`src/include/iq_defines.svh`:
```
`ifndef IQ_DEFINES_SVH
`define IQ_DEFINES_SVH

// number of issue queue entries
`define IQ_DEPTH 8

// dispatch ports written per cycle
`define IQ_WRITE_PORTS 2

// physical register tag width
`define TAG_WIDTH 6

// active reset level, low
`define RST 1'b0

`endif
```
`src/source/iq_pkg.sv`:
```
`include "iq_defines.svh"

package iq_pkg;

  // one bit per queue entry
  // valid, ready, free, slot one-hot, select
  typedef logic [`IQ_DEPTH-1:0] slot_vec_t;

  // one age matrix row
  // bit j set in row i -> entry j older than entry i
  typedef logic [`IQ_DEPTH-1:0] age_row_t;

endpackage

```
`src/source/uop_pkg.sv`:
```
`include "iq_defines.svh"

package uop_pkg;

  // physical register tag
  typedef logic [`TAG_WIDTH-1:0] tag_t;

  // micro-op as held in the queue, 34 bits
  typedef struct packed {
    // sequence number, only for checking
    logic [7:0] id;
    tag_t       dest;
    tag_t       src1;
    tag_t       src2;
    // source operand availability
    logic       src1_ready;
    logic       src2_ready;
    logic [5:0] op;
  } uop_t;

endpackage

```
`src/source/iq_write_if.sv`:
```
`timescale 1ns/1ps
`include "iq_defines.svh"

interface iq_write_if;
  import uop_pkg::*;
  import iq_pkg::*;

  // per dispatch port write strobe
  logic [`IQ_WRITE_PORTS-1:0] en;
  // target entry per port, one-hot
  slot_vec_t [`IQ_WRITE_PORTS-1:0] slot;
  // micro-op per port
  uop_t [`IQ_WRITE_PORTS-1:0] uop;
  // free entries, registered state
  slot_vec_t free;

  modport dispatch (output en, output slot, output uop, input free);
  modport entry (input en, input slot, input uop, output free);
  modport age (input en, input slot);

endinterface

```
`src/source/issue_queue_top.sv`:
```
`timescale 1ns/1ps
`include "iq_defines.svh"

module issue_queue_top (
  input  logic                                    clk,
  input  logic                                    rst,
  // dispatch side
  input  logic [`IQ_WRITE_PORTS-1:0]              dispatch_valid,
  input  uop_pkg::uop_t [`IQ_WRITE_PORTS-1:0]     dispatch_uop,
  output logic                                    dispatch_ready,
  // result tag broadcast
  input  logic                                    wakeup_valid,
  input  uop_pkg::tag_t                           wakeup_tag,
  // issue side
  output logic                                    issue_valid,
  output uop_pkg::uop_t                           issue_uop
);
  import uop_pkg::*;
  import iq_pkg::*;

  // entries ready to go
  slot_vec_t ready;
  // oldest ready, one-hot or zero
  slot_vec_t select;
  // stored micro-ops
  uop_t [`IQ_DEPTH-1:0] payload;

  // dispatch to storage and age tracking
  iq_write_if wr_if ();

  iq_dispatch u_iq_dispatch (
    .dispatch_valid (dispatch_valid),
    .dispatch_uop   (dispatch_uop),
    .dispatch_ready (dispatch_ready),
    .wr             (wr_if.dispatch)
  );

  iq_entry_array u_iq_entry_array (
    .clk          (clk),
    .rst          (rst),
    .wr           (wr_if.entry),
    .wakeup_valid (wakeup_valid),
    .wakeup_tag   (wakeup_tag),
    .select       (select),
    .ready        (ready),
    .payload      (payload)
  );

  iq_age_matrix u_iq_age_matrix (
    .clk    (clk),
    .rst    (rst),
    .wr     (wr_if.age),
    .ready  (ready),
    .select (select)
  );

  iq_issue u_iq_issue (
    .clk         (clk),
    .rst         (rst),
    .select      (select),
    .payload     (payload),
    .issue_valid (issue_valid),
    .issue_uop   (issue_uop)
  );

endmodule

```
`src/source/iq_issue.sv`:
```
`timescale 1ns/1ps
`include "iq_defines.svh"

module iq_issue (
  input  logic                            clk,
  input  logic                            rst,
  input  iq_pkg::slot_vec_t               select,
  input  uop_pkg::uop_t [`IQ_DEPTH-1:0]   payload,
  output logic                            issue_valid,
  output uop_pkg::uop_t                   issue_uop
);
  import uop_pkg::*;

  // selected micro-op before the register
  uop_t mux_uop;

  // AND-OR mux, select is one-hot or zero
  always_comb begin
    mux_uop = '0;
    for (int i = 0; i < `IQ_DEPTH; i++) begin
      mux_uop = uop_t'(mux_uop | (payload[i] & {$bits(uop_t){select[i]}}));
    end
  end

  // issue strobe level
  always_ff @(posedge clk or negedge rst) begin
    if (rst == `RST) begin
      issue_valid <= 1'b0;
    end else begin
      issue_valid <= |select;
    end
  end

  // issued payload, meaningful with issue_valid
  always_ff @(posedge clk) begin
    issue_uop <= mux_uop;
  end

endmodule

```
`src/source/iq_age_matrix.sv`:
```
`timescale 1ns/1ps
`include "iq_defines.svh"

module iq_age_matrix (
  input  logic               clk,
  input  logic               rst,
  iq_write_if.age            wr,
  input  iq_pkg::slot_vec_t  ready,
  output iq_pkg::slot_vec_t  select
);
  import iq_pkg::*;

  // age rows, row i lists entries older than i
  age_row_t [`IQ_DEPTH-1:0] age_q;
  age_row_t [`IQ_DEPTH-1:0] age_d;

  // enabled slot per port
  slot_vec_t [`IQ_WRITE_PORTS-1:0] wr_slot;
  // slots written by higher ports this cycle
  slot_vec_t [`IQ_WRITE_PORTS-1:0] younger;
  // all slots written this cycle
  slot_vec_t wr_any;

  always_comb begin
    wr_any = '0;
    for (int p = 0; p < `IQ_WRITE_PORTS; p++) begin
      wr_slot[p] = wr.slot[p] & {`IQ_DEPTH{wr.en[p]}};
      wr_any = wr_any | wr_slot[p];
    end
    // union of all higher ports, empty for the top port
    for (int p = 0; p < `IQ_WRITE_PORTS; p++) begin
      younger[p] = '0;
      for (int q = p + 1; q < `IQ_WRITE_PORTS; q++) begin
        younger[p] = younger[p] | wr_slot[q];
      end
    end
  end

  // next matrix
  always_comb begin
    for (int i = 0; i < `IQ_DEPTH; i++) begin
      for (int j = 0; j < `IQ_DEPTH; j++) begin
        // new row all ones, new column cleared elsewhere
        age_d[i][j] = (age_q[i][j] & ~wr_any[j]) | wr_any[i];
        // lower port written now is older than higher port
        // so a higher port slot is never older for it
        for (int p = 0; p < `IQ_WRITE_PORTS; p++) begin
          if (wr_slot[p][i] && younger[p][j]) begin
            age_d[i][j] = 1'b0;
          end
        end
      end
    end
  end

  // only touched on dispatch
  always_ff @(posedge clk or negedge rst) begin
    if (rst == `RST) begin
      age_q <= '0;
    end else if (|wr.en) begin
      age_q <= age_d;
    end
  end

  // oldest ready wins
  always_comb begin
    age_row_t older_ready;
    for (int i = 0; i < `IQ_DEPTH; i++) begin
      older_ready = age_q[i] & ready;
      // diagonal is meaningless
      older_ready[i] = 1'b0;
      select[i] = ready[i] & ~(|older_ready);
    end
  end

endmodule

```
`src/source/iq_entry_array.sv`:
```
`timescale 1ns/1ps
`include "iq_defines.svh"

module iq_entry_array (
  input  logic                                clk,
  input  logic                                rst,
  iq_write_if.entry                           wr,
  input  logic                                wakeup_valid,
  input  uop_pkg::tag_t                       wakeup_tag,
  input  iq_pkg::slot_vec_t                   select,
  output iq_pkg::slot_vec_t                   ready,
  output uop_pkg::uop_t [`IQ_DEPTH-1:0]       payload
);
  import uop_pkg::*;
  import iq_pkg::*;

  // control state
  slot_vec_t valid;
  slot_vec_t valid_d;
  // write mask over all ports
  slot_vec_t wr_mask;

  // stored micro-ops
  uop_t [`IQ_DEPTH-1:0] entries;
  uop_t [`IQ_DEPTH-1:0] entries_d;

  // apply a wakeup broadcast to one micro-op
  function automatic uop_t wake(input uop_t u, input logic hit_en, input tag_t tag);
    uop_t w;
    w = u;
    // compare against both sources
    if (hit_en && (u.src1 == tag)) begin
      w.src1_ready = 1'b1;
    end
    if (hit_en && (u.src2 == tag)) begin
      w.src2_ready = 1'b1;
    end
    return w;
  endfunction

  // union of enabled write slots
  always_comb begin
    wr_mask = '0;
    for (int p = 0; p < `IQ_WRITE_PORTS; p++) begin
      wr_mask = wr_mask | (wr.slot[p] & {`IQ_DEPTH{wr.en[p]}});
    end
  end

  // selected entry leaves, new writes arrive
  assign valid_d = (valid & ~select) | wr_mask;

  // next payload per entry
  always_comb begin
    for (int i = 0; i < `IQ_DEPTH; i++) begin
      // held entries see the broadcast
      if (valid[i]) begin
        entries_d[i] = wake(entries[i], wakeup_valid, wakeup_tag);
      end else begin
        entries_d[i] = entries[i];
      end
      // incoming uop, same-edge wakeup merged
      for (int p = 0; p < `IQ_WRITE_PORTS; p++) begin
        if (wr.en[p] && wr.slot[p][i]) begin
          entries_d[i] = wake(wr.uop[p], wakeup_valid, wakeup_tag);
        end
      end
    end
  end

  always_ff @(posedge clk or negedge rst) begin
    if (rst == `RST) begin
      valid <= '0;
    end else begin
      valid <= valid_d;
    end
  end

  // payload storage
  always_ff @(posedge clk) begin
    entries <= entries_d;
  end

  assign wr.free = ~valid;

  // valid and both operands available
  always_comb begin
    for (int i = 0; i < `IQ_DEPTH; i++) begin
      ready[i] = valid[i] & entries[i].src1_ready & entries[i].src2_ready;
    end
  end

  assign payload = entries;

endmodule

```
`src/source/iq_dispatch.sv`:
```
`timescale 1ns/1ps
`include "iq_defines.svh"

module iq_dispatch (
  input  logic [`IQ_WRITE_PORTS-1:0]                dispatch_valid,
  input  uop_pkg::uop_t [`IQ_WRITE_PORTS-1:0]       dispatch_uop,
  output logic                                      dispatch_ready,
  iq_write_if.dispatch                              wr
);
  import iq_pkg::*;

  // wide enough to count every entry free
  localparam int CNT_W = $clog2(`IQ_DEPTH + 1);

  logic [CNT_W-1:0] free_cnt;
  slot_vec_t [`IQ_WRITE_PORTS-1:0] pick;

  // population count of the free vector
  always_comb begin
    free_cnt = '0;
    for (int i = 0; i < `IQ_DEPTH; i++) begin
      free_cnt = free_cnt + CNT_W'(wr.free[i]);
    end
  end

  // accept only when every port could be served
  assign dispatch_ready = (free_cnt >= CNT_W'(`IQ_WRITE_PORTS));

  // priority search, port 0 takes lowest free slot
  // each later port takes the next one up
  always_comb begin
    slot_vec_t remaining;
    remaining = wr.free;
    for (int p = 0; p < `IQ_WRITE_PORTS; p++) begin
      // isolate lowest set bit
      pick[p] = remaining & (~remaining + 1'b1);
      // hide it from higher ports
      remaining = remaining & ~pick[p];
    end
  end

  // slots already one-hot, no decode downstream
  assign wr.slot = pick;

  // strobe per port, gated by the accept level
  assign wr.en = dispatch_valid & {`IQ_WRITE_PORTS{dispatch_ready}};

  // payload passes as is
  assign wr.uop = dispatch_uop;

endmodule

```
`config.mk`:
```
export PLATFORM = sky130hd
export DESIGN_NAME = issue_queue_top
export DESIGN_NICKNAME = d
export VERILOG_FILES = /design/src/source/iq_pkg.sv /design/src/source/uop_pkg.sv /design/src/source/iq_write_if.sv /design/src/source/issue_queue_top.sv /design/src/source/iq_issue.sv /design/src/source/iq_age_matrix.sv /design/src/source/iq_entry_array.sv /design/src/source/iq_dispatch.sv
export VERILOG_INCLUDE_DIRS = /design/src /design/src/include
export SDC_FILE = /design/constraint.sdc
export NUM_CORES = 1
export LEC_CHECK = 0
export BUFFER_PORTS_ARGS = -buffer_cell sky130_fd_sc_hd__buf_4
export CAP_MARGIN = 10
export CORE_MARGIN = 5
export CORE_UTILIZATION = 40
export CTS_BUF_LIST = sky130_fd_sc_hd__clkbuf_16
export CTS_CLUSTER_SIZE = 30
export DETAILED_ROUTE_END_ITERATION = 12
export REMOVE_ABC_BUFFERS = 1
export SLEW_MARGIN = 40
export SYNTH_ARGS = -nofsm -noshare
export SYNTH_HDL_FRONTEND = slang
export SYNTH_SLANG_ARGS = --single-unit
export TNS_END_PERCENT = 5
```
`constraint.sdc`:
```
create_clock -name clk -period 6.5 [get_ports clk]
set_clock_uncertainty 0.05 [all_clocks]
set_input_delay 0.325 -clock clk [delete_from_list [all_inputs] [get_ports clk]]
set_output_delay 0.325 -clock clk [all_outputs]
set_load 0.01 [all_outputs]
```
==> reports/results.ini, run 1 <==
[grt]
grt.total_usage_pct=25.12
grt_max_degree=52
grt-ovfl-total=0
antenna_found_initial=2
grt_pass1_wl_microns=95640
grt_pass1_vias=14172

[yosys]
synth-edff-count=272
syn_inst=1606
seq_area_frac_synth_pct=56.18
synth_top_cell_area_share_pct=43.81
synth.avg_cell_area_sq_um=11.61
synth_ff_type=edfxtp_1
ys_seq_elements=371
yosysUniqueCellTypes=63
async_flop_share_pct=17.52
yosysWarnings=0
synth_area_sq_um=18640
synthTopCellsByCount=272 x edfxtp_1, 226 x a22o_1, 115 x inv_1, 106 x nor3_1, 90 x xnor2_1
synth_most_common_cell=edfxtp_1
ys_top_cells_by_area=edfxtp_1 44%, a22o_1 11%, dfrtp_1 8.7%, xnor2_1 4.2%, dfxtp_1 3.7%
synth_top_area_cell=edfxtp_1

[run_status]
status=finished, final reports clean

[cts]
cts_max_level=2
clk_latency_ps=560
cts_tree=done
root_buffer=clkbuf_16
clk_pin_slew_worst_paths_ps=60
cts.sinks=371
numCtsBuffers=43
clockBufferDepth=3

[floorplanning]
initial_utilization_pct=40.22
io-pin-count=115
rows=79
dieArea_sq_um=51030
fp.dieW_microns=225.9
die_height_microns=225.9
coreArea_sq_um=46360

[placement]
place_congestion=0.8977
place_area_sq_um=20010
port-buffer-count=114
dp_hpwl_microns=39390
dpl_worst_slack_ps=1015
dpl.cell_count=2210

[power]
netSwitchingFraction_pct=43.37
p_comb_share_pct=45.8
pwr-share-seq_pct=36.0
power.density_nw_per_um2=603.3
p_leak_nw=8.067
peakVddDrop_uv=364.9
pwr-share-clk_pct=18.2
p_sw_w=0.005591
power.internal_w=0.007299

[min_path]
min_from=dispatch_uop[1]
hold-path-cell-count=2
hp-class=input pin to flip-flop
hold_end=u_iq_entry_array.payload[1]

[route]
wl_per_cell_microns=29.00
antenna_left=0
wl_microns=66440
drtIter0Drc=1757
num_vias=14491
drc_errors=0
viasPerCell=6.325
firstDrtPassIters=5

[critical_path]
crit_path_start_kind=flip-flop
reg2reg_setup_slack_ps=920
reg2reg_from=u_iq_entry_array.valid[0]
cp-end-kind=flip-flop
crit_path_max_incr_delay_ps=610
rr_endpoint=u_iq_entry_array.payload[6]
cp.buffers_inverters=6
reg2regPathDepth=15
path_cells=inv_1, ha_1, inv_1, fa_1, fa_1, inv_1, fa_1, inv_1, fa_1, and4bb_2, a21oi_4, nand3_1, inv_2, buf_4, nand2_1
cp_data_arrival_time_ps=5830
cp_max_fo=25
slowest_stage=inv_2
crit_family=adder cells
required_ps=6740
criticalPathCategory=flip-flop to flip-flop

[sta]
layout_setup_ws_ps=916.4
final_hold_viol_count=0
maxSlewViolCount=0
rsz0062_at_grt=false
fmax_mhz=179.1
maxSlewHeadroom_pct=41.57
fin_crit_sh_pct=85.90
setup_viol=0
worst_pin_slew_ps=876.4
setup_tns_ps=0
fin_crit_ps=5584

[cells_and_area]
final_util_pct=46.09
nNetsFinal=1738
syn2layout_area_growth_pct=14.60
finalInstanceArea_sq_um=21370
final_cells=2291
drive_gt1_share_pct=15.87

[flow_run]
maxCapViolations=0

-- power groups by stage --
stage | clock [W] | sequential [W] | combinational, W
3_3_place_gp | 0 | 0.00464 | 0.00565
5_1_grt | 0.00247 | 0.00471 | 0.00621
2_1_floorplan | 0 | 0.00453 | 0.00324
6_report | 0.00235 | 0.00464 | 0.00590
4_1_cts | 0.00238 | 0.00461 | 0.00580
3_5_place_dp | 0 | 0.00465 | 0.00578
-- cell type report --
type                            instances  area [sq um]
Fill cell                            4201         24990
Sequential cell                       371         10480
Multi-Input combinational cell        951          7037
Timing Repair Buffer                  166          1303
Clock buffer                           43          1076
Tap cell                              607         759.5
Inverter                              116         442.9
Clock inverter                         35         269.0
Antenna cell                            2         5.005
-- metrics by stage --
stage          total power (W)  hold WS (ps)
5_1_grt                0.01339         57.84
2_1_floorplan         0.007774        -20.59
6_report               0.01289         67.32
3_3_place_gp           0.01029         409.1
4_1_cts                0.01279         39.37
3_5_place_dp           0.01043         208.9
-- routing by layer --
layer	vias up	global-route usage, %	wire (microns)
met1	7281	34.30	26810
met3	171	5.512	6569
li1	6174	-	-
met2	863	39.20	30380
met4	2	10.05	2648
met5	-	0	20
-- worst reg2reg max path: cells and delay by family, from the launching register on --
kind | cells | cell delay, ps
adder cells (fa/ha/maj) | 5 | 2100
buffers and inverters | 6 | 1420
AND/OR/NAND/NOR | 3 | 880
flip-flops | 1 | 600
AO/OA/AOI/OAI | 1 | 280
-- registers in the layout, indices dropped and copies added (netlist names) --
| name | cells |
|---|---|
| u_iq_entry_array.valid | 8 |
| u_iq_age_matrix.age_q | 56 |
| u_iq_issue.issue_valid | 1 |
| u_iq_issue.issue_uop | 34 |
| u_iq_entry_array.payload | 272 |
-- layout by cell type (no fill, tap or decap), drive strengths merged, types with 32 or more instances in the layout --
master	n
buf	165
nand4	87
edfxtp	272
nand3	50
a2111oi	34
and2	41
dfxtp	34
xnor2	90
clkbuf	43
nor3	110
o21ai	32
dfrtp	65
a22oi	78
a22o	226
inv	128
-- worst max path at each step --
stage	endpoint	from	slack (ps)	depth (start not counted)
after global routing	u_iq_entry_array.payload[6]	u_iq_entry_array.valid[0]	650	15
after global placement	u_iq_entry_array.payload[6]	u_iq_entry_array.valid[0]	1110	15
after detailed placement	u_iq_entry_array.payload[20]	u_iq_entry_array.valid[0]	1010	14
after CTS	u_iq_entry_array.payload[27]	u_iq_entry_array.valid[0]	1000	14
final	u_iq_entry_array.payload[6]	u_iq_entry_array.valid[0]	920	15
after floorplan	u_iq_entry_array.payload[136]	u_iq_entry_array.valid[0]	-260	14
-- timing repair --
item,in CTS,in global routing
endpoints found under the hold margin,65,0
hold buffers,1,0
buffers inserted,0,0
gates resized for setup,0,0
-- cell families after synthesis --
logic type	count (synthesis)	synth area share (%)
DFF	371	56.18
AOI/OAI and AO/OA	433	18.77
muxes	1	0.05369
buffers and inverters	284	6.456
xor gates and xnor gates	121	5.684
adders and majority gates	10	0.8724
and+or+nand+nor	386	11.98
Note: power is estimated with default switching activity, not from simulation.
==> inputs of run 2 (changes only) <==
--- a/config.mk
+++ b/config.mk
@@ -13,6 +13,7 @@
 export CTS_BUF_LIST = sky130_fd_sc_hd__clkbuf_16
 export CTS_CLUSTER_SIZE = 30
 export DETAILED_ROUTE_END_ITERATION = 12
+export PLACE_DENSITY_LB_ADDON = 0.2
 export REMOVE_ABC_BUFFERS = 1
 export SLEW_MARGIN = 40
 export SYNTH_ARGS = -nofsm -noshare
==> run 2 against run 1 <==
Combinational power grew 2%. First-iteration DRC count grew 12%. Power grew 0.79%. Worst hold slack lost 11 ps. Fmax grew 1.6%. Core utilization is essentially flat. Clock power is essentially flat. Worst setup slack gained 86 ps. Final area is essentially flat.
==> reports/results.ini, run 2 (synthesized netlist as in run 1, its figures left out) <==
[run_status]
status=finished, final reports clean  ; unchanged

[sta]
fin_crit_ps=5498  ; was 5584 ps
maxSlewHeadroom_pct=41.82  ; was 41.57%
setup_viol=0  ; unchanged
fmax_mhz=181.9  ; was 179.1 MHz
rsz0062_at_grt=false  ; unchanged
final_hold_viol_count=0  ; unchanged
setup_tns_ps=0  ; unchanged
maxSlewViolCount=0  ; unchanged
worst_pin_slew_ps=872.7  ; was 876.4 ps
fin_crit_sh_pct=84.58  ; was 85.90%

[cells_and_area]
multi_input_area_sq_um=7042  ; was 7037 sq um
final_cell_mix=272 x edfxtp_1, 226 x a22o_1, 162 x buf_4  ; was 272 x edfxtp_1, 226 x a22o_1, 160 x buf_4
syn2layout_area_growth_pct=14.69  ; was 14.60%
finalInstanceArea_sq_um=21380  ; was 21,370 sq um
final_util_pct=46.13  ; was 46.09%
layout_commonest_cell=edfxtp_1  ; unchanged
fillCellCount=4237  ; was 4,201
diodes=0  ; was 2
nNetsFinal=1741  ; was 1,738
largest_reg_flops=272  ; unchanged
drive_gt1_share_pct=15.90  ; was 15.87%
seq_area_sq_um=10480  ; unchanged

[floorplanning]
initial_utilization_pct=40.22  ; unchanged
die_height_microns=225.9  ; unchanged
rows=79  ; unchanged
fp.dieW_microns=225.9  ; unchanged
io-pin-count=115  ; unchanged
coreArea_sq_um=46360  ; unchanged
dieArea_sq_um=51030  ; unchanged

[grt]
grt_pass1_vias=14472  ; was 14,172
grt_max_degree=66  ; was 52
grt_pass1_wl_microns=99080  ; was 95,640 microns
antenna_found_initial=0  ; was 2
grt-ovfl-total=0  ; unchanged
grt.total_usage_pct=26.12  ; was 25.12%

[route]
met1Wirelength_microns=28360  ; was 26,810 microns
num_vias=14460  ; was 14,491
firstDrtPassIters=8  ; was 5
wl_microns=67860  ; was 66,440 microns
viasPerCell=6.306  ; was 6.325
drc_errors=0  ; unchanged
wl_met2_microns=30680  ; was 30,380 microns
antenna_left=0  ; unchanged
wl_met3_microns=6228  ; was 6569 microns
wl_per_cell_microns=29.59  ; was 29.00 microns
highest_layer=met4  ; was met5
drtIter0Drc=1966  ; was 1,757

[cts]
clk_pin_slew_worst_paths_ps=60  ; about the same
numCtsBuffers=43  ; unchanged
ctsHoldBuffers=1  ; unchanged
clockBufferDepth=3  ; unchanged
clk_latency_ps=580  ; was 560 ps
root_buffer=clkbuf_16  ; unchanged
cts_resized=0  ; unchanged
cts_tree=done  ; unchanged
cts.sinks=371  ; unchanged
cts_max_level=2  ; unchanged
post_cts_buffers=0  ; unchanged

[min_path]
hold-path-cell-count=2  ; unchanged
hp-class=input pin to flip-flop  ; unchanged

[power]
power.density_nw_per_um2=607.5  ; was 603.3 nW/um^2
p_leak_nw=8.096  ; was 8.067 nW
peakVddDrop_uv=324.1  ; was 364.9 uV
p_total_w=0.01299  ; was 0.01289 W

[critical_path]
slowest_stage=dfrtp_1  ; was inv_2
required_ps=6780  ; was 6740 ps
crit_path_start_kind=flip-flop  ; unchanged
cp_max_fo=43  ; was 25
crit_path_max_incr_delay_ps=590  ; was 610 ps
cp_data_arrival_time_ps=5770  ; was 5830 ps
crit_path_start=u_iq_entry_array.valid[0]  ; unchanged
criticalPathCategory=flip-flop to flip-flop  ; unchanged
reg2reg_from=u_iq_entry_array.valid[0]  ; unchanged
cp-end-kind=flip-flop  ; unchanged
endpoint=u_iq_entry_array.payload[63]  ; was u_iq_entry_array.payload[6]
reg2regPathDepth=16  ; was 15
rr_endpoint=u_iq_entry_array.payload[63]  ; was u_iq_entry_array.payload[6]
path_cells=inv_1, ha_1, inv_1, fa_1, fa_1, inv_1, fa_1, inv_1, fa_1, and4bb_2, a21oi_4, and3_2, buf_4, nor2_4, buf_4, a22o_1  ; was inv_1, ha_1, inv_1, fa_1, fa_1, inv_1, fa_1, inv_1, fa_1, and4bb_2, a21oi_4, nand3_1, inv_2, buf_4, nand2_1
reg2reg_setup_slack_ps=1000  ; was 920 ps

[placement]
place_area_sq_um=20030  ; was 20,010 sq um
dp_hpwl_microns=39950  ; was 39,390 microns
port-buffer-count=114  ; unchanged
place_congestion=0.9143  ; was 0.8977

[flow_run]
maxCapViolations=0  ; unchanged

[run 2: cell type report]
type | count | area share (%)
clock buffers | 44 | 5.149
clock inverters | 35 | 1.118
inverters | 116 | 2.048
multi-input cells | 951 | 32.93
flip-flops and latches | 371 | 48.99
well taps | 607 | 3.552
repair buffers | 169 | 6.214
[run 2: critical path, delay by kind of cell (launching register included)]
family                   cells  cell delay (ps)
adder cells (fa/ha/maj)      5             2100
buffers and inverters        6             1150
AND/OR/NAND/NOR              3              860
flip-flops                   1              590
AO/OA/AOI/OAI                2              460
[run 2: per-stage QoR]
step	setup WS, ps	hold WS, ps	std cells
3_5_place_dp	1072	309.8	2213
6_report	1002	56.68	2293
5_1_grt	779.0	47.73	2293
2_1_floorplan	-261.0	-20.59	1438
4_1_cts	1085	27.82	2293
3_3_place_gp	1239	408.5	2211
[run 2: worst min path at each step]
| stage | startpoint | endpoint | slack [ps] |
|---|---|---|---|
| final | dispatch_uop[24] | u_iq_entry_array.payload[24] | 60 |
| after floorplan | rst | u_iq_age_matrix.age_q[10] | -20 |
| after global placement | u_iq_age_matrix.age_q[52] | u_iq_age_matrix.age_q[52] | 410 |
| after global routing | dispatch_uop[21] | u_iq_entry_array.payload[21] | 50 |
| after CTS | dispatch_uop[30] | u_iq_entry_array.payload[30] | 30 |
| after detailed placement | rst | u_iq_entry_array.valid[5] | 310 |
[run 2: metal layers]
| layer | global-route usage [%] | vias to the layer above |
|---|---|---|
| met3 | 4.914 | 149 |
| li1 | - | 6199 |
| met1 | 36.84 | 7280 |
| met2 | 40.31 | 832 |
| met5 | 0 | - |
| met4 | 9.898 | 0 |
[run 2: power by group]
group / leakage, nW / internal (W) / switching [W]
sequential: 3.58 / 0.00403 / 0.000573
clock: 0.713 / 0.00134 / 0.00100
combinational: 3.80 / 0.00195 / 0.00410
==> inputs of run 3 (changes only) <==
==> constraint.sdc (replaced) <==
create_clock -name clk -period 5.4 [get_ports clk]
set_clock_uncertainty 0.05 [all_clocks]
set_input_delay 0.27 -clock clk [delete_from_list [all_inputs] [get_ports clk]]
set_output_delay 0.27 -clock clk [all_outputs]
set_load 0.01 [all_outputs]
==> run 3 against run 2 <==
Routed wire length up 0.19%. Global-route usage down 0.25 points. Largest power group unchanged. Largest cell class unchanged. Clock power up 25%.
==> reports/results.ini, run 3 (synthesized netlist as in run 1, its figures left out) <==
[cells_and_area]
drive_gt1_share_pct=15.92  ; was 15.90%
layout_commonest_cell=edfxtp_1  ; unchanged
fillCellCount=4171  ; was 4,237
nNetsFinal=1813  ; was 1,741
seq_area_sq_um=10480  ; unchanged
multi_input_area_sq_um=7027  ; was 7042 sq um
final_cell_mix=272 x edfxtp_1, 226 x a22o_1, 168 x buf_4  ; was 272 x edfxtp_1, 226 x a22o_1, 162 x buf_4
final_cells=2366  ; was 2,293
syn2layout_area_growth_pct=18.99  ; was 14.69%
largest_reg_flops=272  ; unchanged
diodes=0  ; unchanged

[floorplanning]
dieArea_sq_um=51030  ; unchanged
coreArea_sq_um=46360  ; unchanged
rows=79  ; unchanged
die_height_microns=225.9  ; unchanged
initial_utilization_pct=40.22  ; unchanged
io-pin-count=115  ; unchanged
fp.dieW_microns=225.9  ; unchanged

[flow_run]
maxCapViolations=0  ; unchanged

[sta]
whs_ps=29.66  ; was 56.68 ps
setup_viol=0  ; unchanged
setup_tns_ps=0  ; unchanged
fin_crit_sh_pct=96.15  ; was 84.58%
worst_pin_slew_ps=904.4  ; was 872.7 ps
fin_crit_ps=5192  ; was 5498 ps
fmax_mhz=192.6  ; was 181.9 MHz
maxSlewHeadroom_pct=39.53  ; was 41.82%
maxSlewViolCount=0  ; unchanged
rsz0062_at_grt=false  ; unchanged
final_hold_viol_count=0  ; unchanged

[placement]
dp_hpwl_microns=41020  ; was 39,950 microns
dpl.cell_count=2224  ; was 2,213
port-buffer-count=114  ; unchanged
place_congestion=0.9098  ; was 0.9143

[cts]
post_cts_buffers=0  ; unchanged
cts.sinks=371  ; unchanged
numCtsBuffers=43  ; unchanged
root_buffer=clkbuf_16  ; unchanged
clockBufferDepth=3  ; unchanged
cts_resized=0  ; unchanged
cts_tree=done  ; unchanged
ctsHoldBuffers=62  ; was 1
clk_pin_slew_worst_paths_ps=60  ; about the same
clk_latency_ps=580  ; about the same
cts_max_level=2  ; unchanged

[power]
p_leak_nw=8.454  ; was 8.096 nW
power.density_nw_per_um2=719.8  ; was 607.5 nW/um^2
peakVddDrop_uv=445.3  ; was 324.1 uV
p_total_w=0.01597  ; was 0.01299 W

[grt]
grt_max_degree=66  ; unchanged
grt_pass1_vias=14592  ; was 14,472
grt.total_usage_pct=25.87  ; was 26.12%
grt-ovfl-total=0  ; unchanged
grt_pass1_wl_microns=98470  ; was 99,080 microns
antenna_found_initial=1  ; was 0

[min_path]
hp-class=input pin to flip-flop  ; unchanged
hold-path-cell-count=2  ; unchanged
min_from=dispatch_uop[10]  ; was dispatch_uop[24]

[critical_path]
crit_path_start=u_iq_entry_array.valid[0]  ; unchanged
cp_max_fo=36  ; was 43
crit_path_start_kind=flip-flop  ; unchanged
reg2regPathDepth=15  ; was 16
required_ps=5790  ; was 6780 ps
cp-end-kind=flip-flop  ; unchanged
reg2reg_from=u_iq_entry_array.valid[0]  ; unchanged
criticalPathCategory=flip-flop to flip-flop  ; unchanged
cp_data_arrival_time_ps=5580  ; was 5770 ps

[route]
wl_microns=67990  ; was 67,860 microns
viasPerCell=6.283  ; was 6.306
drtIter0Drc=2002  ; was 1,966
firstDrtPassIters=8  ; unchanged
drc_errors=0  ; unchanged
num_vias=14866  ; was 14,460
wl_per_cell_microns=28.74  ; was 29.59 microns
antenna_left=0  ; unchanged

[run_status]
status=finished, final reports clean  ; unchanged

run 3: critical path, stage by stage, from the launching register on:
cell and delay [ps]:
dfrtp_1 380, inv_1 140, ha_1 250, inv_1 70
fa_1 420, fa_1 490, inv_1 50, fa_1 400
inv_1 100, fa_1 460, nand3b_2 180, o211ai_2 350
nor3_4 290, buf_4 610, a22o_1 230, dlygate4sd3_1 550
run 3: layer usage:
layer  wire length (microns)  global-route usage (%)
met1                   27950                   35.99
met2                   30820                   40.24
met3                    6469                   4.979
met4                    2735                   10.13
met5                      13                       0
run 3: through the flow:
step / setup WS [ps] / utilization (%) / area, sq um
after global placement: 638.3 / 43.41 / 20130
after global routing: 19.11 / 47.86 / 22190
after detailed placement: 497.7 / 43.50 / 20170
after floorplan: -1361 / - / 17880
after CTS: 248.1 / 47.86 / 22190
final: 207.8 / 47.86 / 22190
run 3: cell type report:
class	count	area share, %
sequential	371	47.22
inverter	116	1.963
clock inverter	34	1.105
tap	607	3.423
clock buffer	46	5.189
multi-input combinational	951	31.67
timing repair buffer	241	9.430
run 3: where the power goes:
part / internal (W) / switching [W]
clock network: 0.00168 / 0.00124
logic: 0.00250 / 0.00506
registers: 0.00485 / 0.000632
run 3: path summary, 6_finish.rpt:
kind | end | slack [ps]
worst max register to register | u_iq_entry_array.payload[126] | 210
min in group asynchronous | u_iq_entry_array.valid[5] | 210
worst min-delay path | u_iq_entry_array.payload[248] | 30
worst max-delay path | u_iq_entry_array.payload[126] | 210
max in group asynchronous | u_iq_entry_array.valid[4] | 4640
worst min register to register | u_iq_age_matrix.age_q[53] | 430
